## src/rtl/axi_wmux_pkg.sv

```systemverilog
/*
 * Shared constants and types of the AXI4 write multiplexer
 * Port count, ID, address and data widths, W FIFO depth
 * AW lock state encoding
 */

`default_nettype none

package axi_wmux_pkg;

  //----------------------------------------
  // Sizes
  //----------------------------------------
  localparam int unsigned NUM_PORTS   = 4;                       // Slave ports
  localparam int unsigned PORT_IDX_W  = $clog2(NUM_PORTS);       // Bits to index a port
  localparam int unsigned SLV_ID_W    = 4;                       // ID width, slave side
  localparam int unsigned MST_ID_W    = SLV_ID_W + PORT_IDX_W;   // ID width, master side
  localparam int unsigned ADDR_W      = 32;
  localparam int unsigned DATA_W      = 32;

  // Writes with AW accepted but W not yet complete
  localparam int unsigned MAX_W_TRANS  = 4;
  localparam int unsigned W_FIFO_PTR_W = $clog2(MAX_W_TRANS);
  localparam int unsigned W_FIFO_CNT_W = $clog2(MAX_W_TRANS + 1); // Holds 0..MAX_W_TRANS

  //----------------------------------------
  // Types
  //----------------------------------------
  typedef logic [PORT_IDX_W-1:0] port_idx_t;
  typedef logic [SLV_ID_W-1:0]   slv_id_t;
  typedef logic [MST_ID_W-1:0]   mst_id_t;   // Port index in the upper bits
  typedef logic [ADDR_W-1:0]     addr_t;
  typedef logic [DATA_W-1:0]     data_t;

  // AW handshake lock, set once a presented AW has stalled
  typedef enum logic [0:0] {
    AW_FREE   = 1'b0,
    AW_LOCKED = 1'b1
  } aw_lock_e;

endpackage

`default_nettype wire

```

## src/rtl/axi_wmux_rr_arb.sv

```systemverilog
/*
 * Round-robin arbiter with lock-in for the AW requests
 * Valid/ready on both sides, payload muxed to the output
 */

`timescale 1ns/1ps
`default_nettype none

module axi_wmux_rr_arb (
  input  wire                                              clk_i,
  input  wire                                              arst_n_i,
  // Requests from all ports
  input  wire  [axi_wmux_pkg::NUM_PORTS-1:0]               req_i,
  input  axi_wmux_pkg::mst_id_t [axi_wmux_pkg::NUM_PORTS-1:0] id_i,
  input  axi_wmux_pkg::addr_t   [axi_wmux_pkg::NUM_PORTS-1:0] addr_i,
  output logic [axi_wmux_pkg::NUM_PORTS-1:0]               gnt_o,
  // Arbitrated request
  output logic                                             req_o,
  output axi_wmux_pkg::mst_id_t                            id_o,
  output axi_wmux_pkg::addr_t                              addr_o,
  output axi_wmux_pkg::port_idx_t                          idx_o,
  input  wire                                              gnt_i
);

  import axi_wmux_pkg::*;

  port_idx_t rr_q;       // Highest priority port
  port_idx_t rr_next;    // Port after the winner
  port_idx_t sel_q;      // Choice held while locked
  logic      lock_q;     // Request shown but not yet taken
  port_idx_t rr_idx;     // Free-running search result
  port_idx_t cand;
  logic      found;

  // First requester at or after the pointer
  always_comb begin
    found  = 1'b0;
    rr_idx = rr_q;
    cand   = rr_q;
    for (int off = 0; off < NUM_PORTS; off++) begin
      cand = port_idx_t'((int'(rr_q) + off) % NUM_PORTS);
      if (!found && req_i[cand]) begin
        rr_idx = cand;
        found  = 1'b1;
      end
    end
  end

  assign idx_o  = lock_q ? sel_q : rr_idx;           // Lock-in keeps the old winner
  assign req_o  = lock_q ? req_i[sel_q] : found;
  assign id_o   = id_i[idx_o];
  assign addr_o = addr_i[idx_o];

  // Ready back only to the winner
  always_comb begin
    gnt_o = '0;
    if (req_o && gnt_i) begin
      gnt_o[idx_o] = 1'b1;
    end
  end

  assign rr_next = (idx_o == port_idx_t'(NUM_PORTS - 1)) ? '0 : idx_o + 1'b1;

  always_ff @(posedge clk_i or negedge arst_n_i) begin
    if (!arst_n_i) begin
      rr_q   <= '0;
      lock_q <= 1'b0;
      sel_q  <= '0;
    end else begin
      if (req_o && gnt_i) rr_q <= rr_next;      // Move past the winner
      lock_q <= req_o & ~gnt_i;                 // Stalled, hold next cycle
      if (!lock_q) sel_q <= idx_o;
    end
  end

  // Single winner at any time
  a_gnt_onehot : assert property (@(posedge clk_i) disable iff (!arst_n_i)
    $onehot0(gnt_o));

  // A stalled request keeps its port until taken
  a_lock_hold : assert property (@(posedge clk_i) disable iff (!arst_n_i)
    req_o && !gnt_i |=> req_o && (idx_o == $past(idx_o)));

endmodule

`default_nettype wire

```

## src/rtl/axi_wmux_aw_ctrl.sv

```systemverilog
/*
 * AW handshake control between arbiter and master port
 * Stalls on a full W FIFO, pushes once per AW
 */

`timescale 1ns/1ps
`default_nettype none

module axi_wmux_aw_ctrl (
  input  wire  clk_i,
  input  wire  arst_n_i,
  // Arbiter side
  input  wire  arb_valid_i,
  output logic arb_ready_o,
  // W FIFO
  input  wire  fifo_full_i,
  output logic fifo_push_o,
  // Master AW handshake
  output logic mst_aw_valid_o,
  input  wire  mst_aw_ready_i
);

  import axi_wmux_pkg::*;

  aw_lock_e state_q, state_d;

  always_comb begin
    state_d        = state_q;
    arb_ready_o    = 1'b0;
    fifo_push_o    = 1'b0;
    mst_aw_valid_o = 1'b0;
    case (state_q)
      AW_LOCKED: begin
        // Already pushed, just finish the handshake
        mst_aw_valid_o = 1'b1;
        if (mst_aw_ready_i) begin
          arb_ready_o = 1'b1;
          state_d     = AW_FREE;
        end
      end
      default: begin
        if (arb_valid_i && !fifo_full_i) begin
          mst_aw_valid_o = 1'b1;
          fifo_push_o    = 1'b1;       // Port index into W order
          if (mst_aw_ready_i) begin
            arb_ready_o = 1'b1;
          end else begin
            state_d = AW_LOCKED;       // No second push on retry
          end
        end
      end
    endcase
  end

  always_ff @(posedge clk_i or negedge arst_n_i) begin
    if (!arst_n_i) state_q <= AW_FREE;
    else           state_q <= state_d;
  end

  // Valid stays up once shown, until the master takes it
  a_aw_valid_stable : assert property (@(posedge clk_i) disable iff (!arst_n_i)
    mst_aw_valid_o && !mst_aw_ready_i |=> mst_aw_valid_o);

endmodule

`default_nettype wire

```

## src/rtl/axi_wmux_w_fifo.sv

```systemverilog
/*
 * W order FIFO, one port index per accepted AW
 * Circular buffer, registered output, no fall-through
 */

`timescale 1ns/1ps
`default_nettype none

module axi_wmux_w_fifo (
  input  wire                     clk_i,
  input  wire                     arst_n_i,
  input  wire                     push_i,
  input  wire                     pop_i,
  input  axi_wmux_pkg::port_idx_t data_i,
  output axi_wmux_pkg::port_idx_t data_o,
  output logic                    full_o,
  output logic                    empty_o
);

  import axi_wmux_pkg::*;

  port_idx_t                 mem [MAX_W_TRANS];
  logic [W_FIFO_PTR_W-1:0]   wr_ptr_q;
  logic [W_FIFO_PTR_W-1:0]   rd_ptr_q;
  logic [W_FIFO_CNT_W-1:0]   cnt_q;
  logic                      do_push;
  logic                      do_pop;

  assign full_o  = (cnt_q == W_FIFO_CNT_W'(MAX_W_TRANS));
  assign empty_o = (cnt_q == '0);
  assign data_o  = mem[rd_ptr_q];          // Head of queue

  assign do_push = push_i & ~full_o;
  assign do_pop  = pop_i & ~empty_o;

  // Storage
  always_ff @(posedge clk_i) begin
    if (do_push) mem[wr_ptr_q] <= data_i;
  end

  // Pointers and fill level
  always_ff @(posedge clk_i or negedge arst_n_i) begin
    if (!arst_n_i) begin
      wr_ptr_q <= '0;
      rd_ptr_q <= '0;
      cnt_q    <= '0;
    end else begin
      if (do_push) begin
        wr_ptr_q <= (wr_ptr_q == W_FIFO_PTR_W'(MAX_W_TRANS - 1)) ? '0 : wr_ptr_q + 1'b1;
      end
      if (do_pop) begin
        rd_ptr_q <= (rd_ptr_q == W_FIFO_PTR_W'(MAX_W_TRANS - 1)) ? '0 : rd_ptr_q + 1'b1;
      end
      case ({do_push, do_pop})
        2'b10:   cnt_q <= cnt_q + 1'b1;
        2'b01:   cnt_q <= cnt_q - 1'b1;
        default: cnt_q <= cnt_q;          // Both or neither
      endcase
    end
  end

  // AW control must hold off on full
  a_no_push_full : assert property (@(posedge clk_i) disable iff (!arst_n_i)
    !(push_i && full_o));

  // W routing must only pop a real entry
  a_no_pop_empty : assert property (@(posedge clk_i) disable iff (!arst_n_i)
    !(pop_i && empty_o));

endmodule

`default_nettype wire

```

## src/rtl/axi_wmux_w_route.sv

```systemverilog
/*
 * W beat multiplexer, steered by the W FIFO head
 * Pops the FIFO on the last beat of a burst
 */

`timescale 1ns/1ps
`default_nettype none

module axi_wmux_w_route (
  // W FIFO head
  input  axi_wmux_pkg::port_idx_t                           sel_i,
  input  wire                                               empty_i,
  output logic                                              pop_o,
  // Slave side W
  input  axi_wmux_pkg::data_t [axi_wmux_pkg::NUM_PORTS-1:0] slv_w_data_i,
  input  wire  [axi_wmux_pkg::NUM_PORTS-1:0]                slv_w_last_i,
  input  wire  [axi_wmux_pkg::NUM_PORTS-1:0]                slv_w_valid_i,
  output logic [axi_wmux_pkg::NUM_PORTS-1:0]                slv_w_ready_o,
  // Master side W
  output axi_wmux_pkg::data_t                               mst_w_data_o,
  output logic                                              mst_w_last_o,
  output logic                                              mst_w_valid_o,
  input  wire                                               mst_w_ready_i
);

  // Payload follows the head, valid gated below
  assign mst_w_data_o = slv_w_data_i[sel_i];
  assign mst_w_last_o = slv_w_last_i[sel_i];

  always_comb begin
    mst_w_valid_o = 1'b0;
    slv_w_ready_o = '0;
    pop_o         = 1'b0;
    if (!empty_i) begin
      mst_w_valid_o        = slv_w_valid_i[sel_i];
      slv_w_ready_o[sel_i] = mst_w_ready_i;          // Other ports stay stalled
      // Burst done, next AW order entry
      pop_o = slv_w_valid_i[sel_i] & mst_w_ready_i & slv_w_last_i[sel_i];
    end
  end

endmodule

`default_nettype wire

```

## src/rtl/axi_wmux_b_route.sv

```systemverilog
/*
 * B response demultiplexer
 * Routes by the ID prefix and strips it
 */

`timescale 1ns/1ps
`default_nettype none

module axi_wmux_b_route (
  // Master side B
  input  axi_wmux_pkg::mst_id_t              mst_b_id_i,
  input  wire  [1:0]                         mst_b_resp_i,
  input  wire                                mst_b_valid_i,
  output logic                               mst_b_ready_o,
  // Slave side B, payload shared by all ports
  output axi_wmux_pkg::slv_id_t              slv_b_id_o,
  output logic [1:0]                         slv_b_resp_o,
  output logic [axi_wmux_pkg::NUM_PORTS-1:0] slv_b_valid_o,
  input  wire  [axi_wmux_pkg::NUM_PORTS-1:0] slv_b_ready_i
);

  import axi_wmux_pkg::*;

  port_idx_t b_idx;

  assign b_idx         = mst_b_id_i[MST_ID_W-1 -: PORT_IDX_W];   // Prefix bits
  assign slv_b_id_o    = mst_b_id_i[SLV_ID_W-1:0];
  assign slv_b_resp_o  = mst_b_resp_i;
  assign slv_b_valid_o = mst_b_valid_i ? (NUM_PORTS'(1) << b_idx) : '0;
  assign mst_b_ready_o = slv_b_ready_i[b_idx];                   // Addressed port only

endmodule

`default_nettype wire

```

## src/rtl/axi_wmux.sv

```systemverilog
/*
 * AXI4 write multiplexer top level
 * ID prepend, AW arbitration and control, W order FIFO
 * W routing and B routing
 */

`timescale 1ns/1ps
`default_nettype none

module axi_wmux (
  input  wire                                                clk_i,
  input  wire                                                arst_n_i,
  // Slave ports
  input  axi_wmux_pkg::slv_id_t [axi_wmux_pkg::NUM_PORTS-1:0] slv_aw_id_i,
  input  axi_wmux_pkg::addr_t   [axi_wmux_pkg::NUM_PORTS-1:0] slv_aw_addr_i,
  input  wire  [axi_wmux_pkg::NUM_PORTS-1:0]                 slv_aw_valid_i,
  output logic [axi_wmux_pkg::NUM_PORTS-1:0]                 slv_aw_ready_o,
  input  axi_wmux_pkg::data_t   [axi_wmux_pkg::NUM_PORTS-1:0] slv_w_data_i,
  input  wire  [axi_wmux_pkg::NUM_PORTS-1:0]                 slv_w_last_i,
  input  wire  [axi_wmux_pkg::NUM_PORTS-1:0]                 slv_w_valid_i,
  output logic [axi_wmux_pkg::NUM_PORTS-1:0]                 slv_w_ready_o,
  output axi_wmux_pkg::slv_id_t [axi_wmux_pkg::NUM_PORTS-1:0] slv_b_id_o,
  output logic [axi_wmux_pkg::NUM_PORTS-1:0][1:0]            slv_b_resp_o,
  output logic [axi_wmux_pkg::NUM_PORTS-1:0]                 slv_b_valid_o,
  input  wire  [axi_wmux_pkg::NUM_PORTS-1:0]                 slv_b_ready_i,
  // Master port
  output axi_wmux_pkg::mst_id_t                              mst_aw_id_o,
  output axi_wmux_pkg::addr_t                                mst_aw_addr_o,
  output logic                                               mst_aw_valid_o,
  input  wire                                                mst_aw_ready_i,
  output axi_wmux_pkg::data_t                                mst_w_data_o,
  output logic                                               mst_w_last_o,
  output logic                                               mst_w_valid_o,
  input  wire                                                mst_w_ready_i,
  input  axi_wmux_pkg::mst_id_t                              mst_b_id_i,
  input  wire  [1:0]                                         mst_b_resp_i,
  input  wire                                                mst_b_valid_i,
  output logic                                               mst_b_ready_o
);

  import axi_wmux_pkg::*;

  mst_id_t [NUM_PORTS-1:0] aw_id_pre;     // Slave IDs with port index on top

  logic      arb_valid, arb_ready;        // Arbiter output handshake
  port_idx_t arb_idx;                     // Winning port

  logic      fifo_push, fifo_pop;
  logic      fifo_full, fifo_empty;
  port_idx_t fifo_head;                   // Port owning the current W burst

  slv_id_t   b_id;
  logic [1:0] b_resp;

  //----------------------------------------
  // ID prepend
  //----------------------------------------
  for (genvar i = 0; i < NUM_PORTS; i++) begin : gen_id_prepend
    assign aw_id_pre[i] = {port_idx_t'(i), slv_aw_id_i[i]};
  end

  //----------------------------------------
  // AW channel
  //----------------------------------------
  axi_wmux_rr_arb i_aw_arb (
    .clk_i    ( clk_i          ),
    .arst_n_i ( arst_n_i       ),
    .req_i    ( slv_aw_valid_i ),
    .id_i     ( aw_id_pre      ),
    .addr_i   ( slv_aw_addr_i  ),
    .gnt_o    ( slv_aw_ready_o ),
    .req_o    ( arb_valid      ),
    .id_o     ( mst_aw_id_o    ),  // Payload straight to the master
    .addr_o   ( mst_aw_addr_o  ),
    .idx_o    ( arb_idx        ),
    .gnt_i    ( arb_ready      )
  );

  axi_wmux_aw_ctrl i_aw_ctrl (
    .clk_i          ( clk_i          ),
    .arst_n_i       ( arst_n_i       ),
    .arb_valid_i    ( arb_valid      ),
    .arb_ready_o    ( arb_ready      ),
    .fifo_full_i    ( fifo_full      ),
    .fifo_push_o    ( fifo_push      ),
    .mst_aw_valid_o ( mst_aw_valid_o ),
    .mst_aw_ready_i ( mst_aw_ready_i )
  );

  axi_wmux_w_fifo i_w_fifo (
    .clk_i    ( clk_i      ),
    .arst_n_i ( arst_n_i   ),
    .push_i   ( fifo_push  ),
    .pop_i    ( fifo_pop   ),
    .data_i   ( arb_idx    ),
    .data_o   ( fifo_head  ),
    .full_o   ( fifo_full  ),
    .empty_o  ( fifo_empty )
  );

  //----------------------------------------
  // W channel
  //----------------------------------------
  axi_wmux_w_route i_w_route (
    .sel_i         ( fifo_head     ),
    .empty_i       ( fifo_empty    ),
    .pop_o         ( fifo_pop      ),
    .slv_w_data_i  ( slv_w_data_i  ),
    .slv_w_last_i  ( slv_w_last_i  ),
    .slv_w_valid_i ( slv_w_valid_i ),
    .slv_w_ready_o ( slv_w_ready_o ),
    .mst_w_data_o  ( mst_w_data_o  ),
    .mst_w_last_o  ( mst_w_last_o  ),
    .mst_w_valid_o ( mst_w_valid_o ),
    .mst_w_ready_i ( mst_w_ready_i )
  );

  //----------------------------------------
  // B channel
  //----------------------------------------
  axi_wmux_b_route i_b_route (
    .mst_b_id_i    ( mst_b_id_i    ),
    .mst_b_resp_i  ( mst_b_resp_i  ),
    .mst_b_valid_i ( mst_b_valid_i ),
    .mst_b_ready_o ( mst_b_ready_o ),
    .slv_b_id_o    ( b_id          ),
    .slv_b_resp_o  ( b_resp        ),
    .slv_b_valid_o ( slv_b_valid_o ),
    .slv_b_ready_i ( slv_b_ready_i )
  );

  // Same B payload at every port, valid picks the owner
  for (genvar i = 0; i < NUM_PORTS; i++) begin : gen_b_fanout
    assign slv_b_id_o[i]   = b_id;
    assign slv_b_resp_o[i] = b_resp;
  end

endmodule

`default_nettype wire

```

## config.mk

```make
export PLATFORM = sky130hd
export DESIGN_NAME = axi_wmux
export DESIGN_NICKNAME = d
export VERILOG_FILES = /design/src/rtl/axi_wmux_pkg.sv /design/src/rtl/axi_wmux_rr_arb.sv /design/src/rtl/axi_wmux_aw_ctrl.sv /design/src/rtl/axi_wmux_w_fifo.sv /design/src/rtl/axi_wmux_w_route.sv /design/src/rtl/axi_wmux_b_route.sv /design/src/rtl/axi_wmux.sv
export SDC_FILE = /design/constraint.sdc
export NUM_CORES = 1
export LEC_CHECK = 0
export BUFFER_PORTS_ARGS = -buffer_cell sky130_fd_sc_hd__buf_2
export CORE_AREA = 4 4 157 159
export DETAILED_ROUTE_END_ITERATION = 10
export DIE_AREA = 0 0 161 163
export PLACE_DENSITY = 0.47
export SLEW_MARGIN = 20
export SYNTH_ARGS = -nofsm -noshare
export SYNTH_HDL_FRONTEND = slang
export SYNTH_HIERARCHICAL = 1
export SYNTH_SLANG_ARGS = --single-unit
```

## constraint.sdc

```tcl
create_clock -name clk_i -period 6.2 [get_ports clk_i]
set_clock_uncertainty 0.1 [all_clocks]
set_input_delay 0.31 -clock clk_i [delete_from_list [all_inputs] [get_ports clk_i]]
set_output_delay 0.31 -clock clk_i [all_outputs]
set_load 0.05 [all_outputs]
```

==> results.md <==
- The via count is 3973.
- After detailed routing, the number of vias per cell comes to 4.01.
- The path type of the worst min-delay path is input pin to flop.
- The clock latency at the later pin of the worst-skew pair is 0.25 ns.
- In the post-synthesis netlist, the biggest area contributors are sky130_fd_sc_hd__mux2i_1, sky130_fd_sc_hd__mux4_2, sky130_fd_sc_hd__dfrtp_1.
- Of the available clock period, the critical path in the final layout requires between 50% and 60%.
- The number of synthesized flops with an enable pin is 8.
- Clock-pin slew was measured on the worst setup and hold paths at 0.06 ns.
- The count of endpoints failing hold in the final timing report was 0.
- The final weighted congestion of routability-driven global placement is between 0.7 and 0.8.
- After floorplanning, the core was divided into between 50 and 60 placement rows.
- The post-route netlist has 68.0% of its cells at a drive strength greater than 1.
- Across the VDD grid, the largest voltage drop is 369 µV.
- The buffer depth of the longest clock path is 2.
- Yosys printed 6 warnings.
- The layout net count is approximately 1000.
- The first routing iteration left roughly 160 violations.
- The region available for standard cell placement spans ~23000 µm².
- Summed over all nets, the half-perimeter wirelength after detailed placement is 16600 µm.
- The number of buffers created by CTS is 3.
- The sequential share of the synthesized area is 15.2%.
- Cells fill 25.1% of the core in the end.
- Counting flops and latches in the post-synthesis netlist gives 21.
- CTS built an H-tree with a depth of 1.
- The routed wire length is 18100 µm.
- The floorplan step set the die height to 163 µm.
- In the synthesized netlist the async set-or-reset flop fraction comes to 61.9%.
- The tree built by TritonCTS fans out to 21 sinks.
- The capture endpoint of the worst hold path is i_aw_ctrl/state_q$_DFF_PN0_.
- The CTS tree is done.
- The synthesized netlist contains 46 unique library cells.
- The library cell contributing the largest single delay on the critical path is sky130_fd_sc_hd__buf_4.
- The number of cells on the worst reg-to-reg path is 12.
- Setup total negative slack on the finished layout was measured at 0 ns.
- The number of antenna-violating nets in the routed design is 0.
- The startpoint kind of the worst setup timing path is a flop.
- The worst hold path was traced through 2 stages.
- The synthesized area per cell is 11.7 µm².
- The most numerous cell in the Yosys netlist is sky130_fd_sc_hd__mux2i_1.
- Along the worst path, the maximum fanout reaches 51.
- The via count of the first global-routing pass is 4178.
- The overall overflow remaining after global route is 0.
- On the worst path, the slowest cell contributes a delay of 0.73 ns.
- The final routed DRC violation total is 0.
- Timing would allow up to 272 MHz.
- The worst pin sits at a relative slew slack of 44.8%.
- The final number of max-transition violations is 0.
- In this run the cell area of the synthesized design comes to ~3700 µm².
- The worst register-to-register path ends at i_w_fifo/cnt_q[2]$_DFFE_PN0P_.
- The kind of critical path is flop to output port.
- At the worst endpoint, the required time is 5.79 ns.
- The area share of the leading cell type in the synthesized netlist is 31.2%.
- Relative to the synthesized area, the layout overhead comes to 56.6%.
- The worst endpoint data arrival time is 3.26 ns.
- Traced cell by cell, the critical path runs through and2b_1 -> nor3b_1 -> o311ai_4 -> buf_4 -> buf_4 -> mux2i_1 -> mux2i_1 -> buf_2.
- The sort of element at the end of the critical path is an output port.
- The floorplan die area is 26200 µm².
- In this run the most critical hold path is launched from mst_aw_ready_i.
- The cell total after placement is 982.
- Across the run, the number of max-cap violations was 0.
- Synthesis produced 318 cells.
- The total setup violations reported at the end of the flow is 0.
- The maximum number of pins on one net before global-route repair is 52.
- During placement, the flow inserted port buffers numbering between 300 and 400.
- Counting the fill cells in the layout gives 2579.
- Setup repair after global routing left no endpoint under its margin.
- The first global-routing pass estimated between 20000 and 30000 µm of wire.
- The post-route worst hold slack is between 0.1 and 0.15 ns.
- In this run the critical register-to-register path is launched from i_w_fifo/rd_ptr_q[0]$_DFFE_PN0P_.
- The dominant register cell in the synthesized netlist is sky130_fd_sc_hd__dfrtp_1.
- The post-cts repair resize count is 0.
- For this run, the detailed router's first-pass iteration total came to 4.
- The number of antenna violations at the first check in global routing is 14.
- Setup slack on the worst reg-to-reg path comes out at ~3.0 ns.
- Dividing the detail-routed wire length by the instance count gives 18.3 µm.
- The critical path depth in cells is 8.
- The cell taking the most area after synthesis is sky130_fd_sc_hd__mux2i_1.
- The top cell family by delay on the critical path is buffers and inverters.
- The commonest cells after synthesis are sky130_fd_sc_hd__mux2i_1, sky130_fd_sc_hd__mux4_2, sky130_fd_sc_hd__buf_4.
- The number of buffers and inverters on the critical path is 3.
- Clock tree synthesis selected as its root buffer the cell sky130_fd_sc_hd__clkbuf_16.
- The die is ~160 µm wide.
- For this design the ratio of total power to cell area is approximately 710 nW/µm².
- The final critical-path required period is 3.67 ns.
- For this configuration, the core starts out at a cell density of 16.0%.
- The actual transition at the worst max-transition pin is 0.828 ns.
- The number of top-level pins is 411.
- The final cell count without fillers is 992.
- Summed over all cells, the static leakage comes to 3.12 nW.
- The global routing usage summed across all routing layers is about an eighth.
- The flow ran to the end, and the final reports show no timing, DRC or antenna violations.
cell type report:
cell class	instances	area, µm²	share of cell area [%]
Antenna cell	5	12.5	0.214
Sequential cell	21	566	9.69
Timing Repair Buffer	386	1950	33.4
Inverter	15	61.3	1.05
Clock buffer	3	75.1	1.29
Multi-Input combinational cell	242	2770	47.4
Clock inverter	1	5.00	0.0858
Tap cell	319	399	6.84
through the flow:
step | power [mW] | worst slack, ns | instance area (µm²)
floorplan | 3.45 | 3.10 | 3750
global placement | 4.06 | 2.84 | 5730
detailed placement | 4.05 | 2.80 | 5730
CTS | 4.20 | 2.52 | 5820
global route | 4.39 | 2.29 | 5830
finish | 4.14 | 2.53 | 5830
what timing repair did:
item | 4_1_cts | 5_1_grt
endpoints found under the hold margin | 13 | 0
buffers inserted | 0 | 0
hold buffers | 1 | 0
registers in the layout (all words and copies together) (netlist names):
name,cells
i_w_fifo/mem,8
i_aw_arb/sel_q,2
i_aw_arb/rr_q,2
i_w_fifo/wr_ptr_q,2
i_aw_arb/lock_q,1
i_w_fifo/rd_ptr_q,2
i_w_fifo/cnt_q,3
i_aw_ctrl/state_q,1
per-layer routing:
metal	up-vias	track usage [%]	part of all wire, %
met5	-	0	0
met4	0	2.64	2.2
met3	36	3.26	9.3
met2	277	25.2	55
met1	1768	13.0	34
li1	1892	-	-
cell families (layout without fill, tap and decap cells):
logic type,count (synthesis),in the layout,share of synthesized area (%)
fa+ha+maj,8,8,2.89
mux,161,161,56.9
buf+inv,61,405,11.7
compound gates,8,8,2.38
flops,21,21,15.2
other cells,2,13,0.202
xor+xnor,3,3,0.706
simple gates,54,54,10.1
worst max path at each step:
| stage | from | end | slack, ns |
|---|---|---|---|
| after floorplan | i_aw_arb/rr_q[0]$_DFFE_PN0P_ | slv_aw_ready_o[0] | 3.10 |
| after global placement | i_aw_arb/rr_q[0]$_DFFE_PN0P_ | mst_aw_addr_o[9] | 2.84 |
| after detailed placement | i_aw_arb/rr_q[0]$_DFFE_PN0P_ | mst_aw_addr_o[9] | 2.80 |
| after CTS | i_aw_arb/rr_q[0]$_DFFE_PN0P_ | mst_aw_addr_o[9] | 2.52 |
| after global routing | i_aw_arb/rr_q[0]$_DFFE_PN0P_ | mst_aw_addr_o[9] | 2.29 |
| final | i_aw_arb/rr_q[0]$_DFFE_PN0P_ | mst_aw_addr_o[9] | 2.53 |
power by group:
part,leakage (nW),switching (mW),total (mW),internal [mW]
clock network,0.0409,0.0506,0.137,0.0866
logic,2.86,2.48,3.71,1.23
registers,0.226,0.0720,0.293,0.221
total,3.12,2.61,4.14,1.53
layout by cell type, fill, tap and decap left out, types with 2 or more instances in the layout:
| master | count |
|---|---|
| sky130_fd_sc_hd__and3b_2 | 2 |
| sky130_fd_sc_hd__buf_2 | 380 |
| sky130_fd_sc_hd__dfrtp_1 | 13 |
| sky130_fd_sc_hd__o311ai_4 | 2 |
| sky130_fd_sc_hd__nor2b_1 | 7 |
| sky130_fd_sc_hd__nor2_1 | 8 |
| sky130_fd_sc_hd__and3b_1 | 2 |
| sky130_fd_sc_hd__edfxtp_1 | 8 |
| sky130_fd_sc_hd__nor3_1 | 6 |
| sky130_fd_sc_hd__and3_1 | 3 |
| sky130_fd_sc_hd__mux4_2 | 39 |
| sky130_fd_sc_hd__inv_1 | 13 |
| sky130_fd_sc_hd__xor2_1 | 2 |
| sky130_fd_sc_hd__nand2b_4 | 2 |
| sky130_fd_sc_hd__nand2_1 | 2 |
| sky130_fd_sc_hd__mux2i_1 | 116 |
| sky130_fd_sc_hd__clkbuf_16 | 3 |
| sky130_fd_sc_hd__conb_1 | 8 |
| sky130_fd_sc_hd__mux2_2 | 3 |
| sky130_fd_sc_hd__and2_2 | 4 |
| sky130_fd_sc_hd__diode_2 | 5 |
| sky130_fd_sc_hd__ha_1 | 7 |
| sky130_fd_sc_hd__nor3b_1 | 3 |
| sky130_fd_sc_hd__and2b_1 | 2 |
| sky130_fd_sc_hd__nand2b_1 | 4 |
| sky130_fd_sc_hd__mux2_4 | 3 |
| sky130_fd_sc_hd__buf_4 | 5 |
Power figures use the tool's default switching activity.
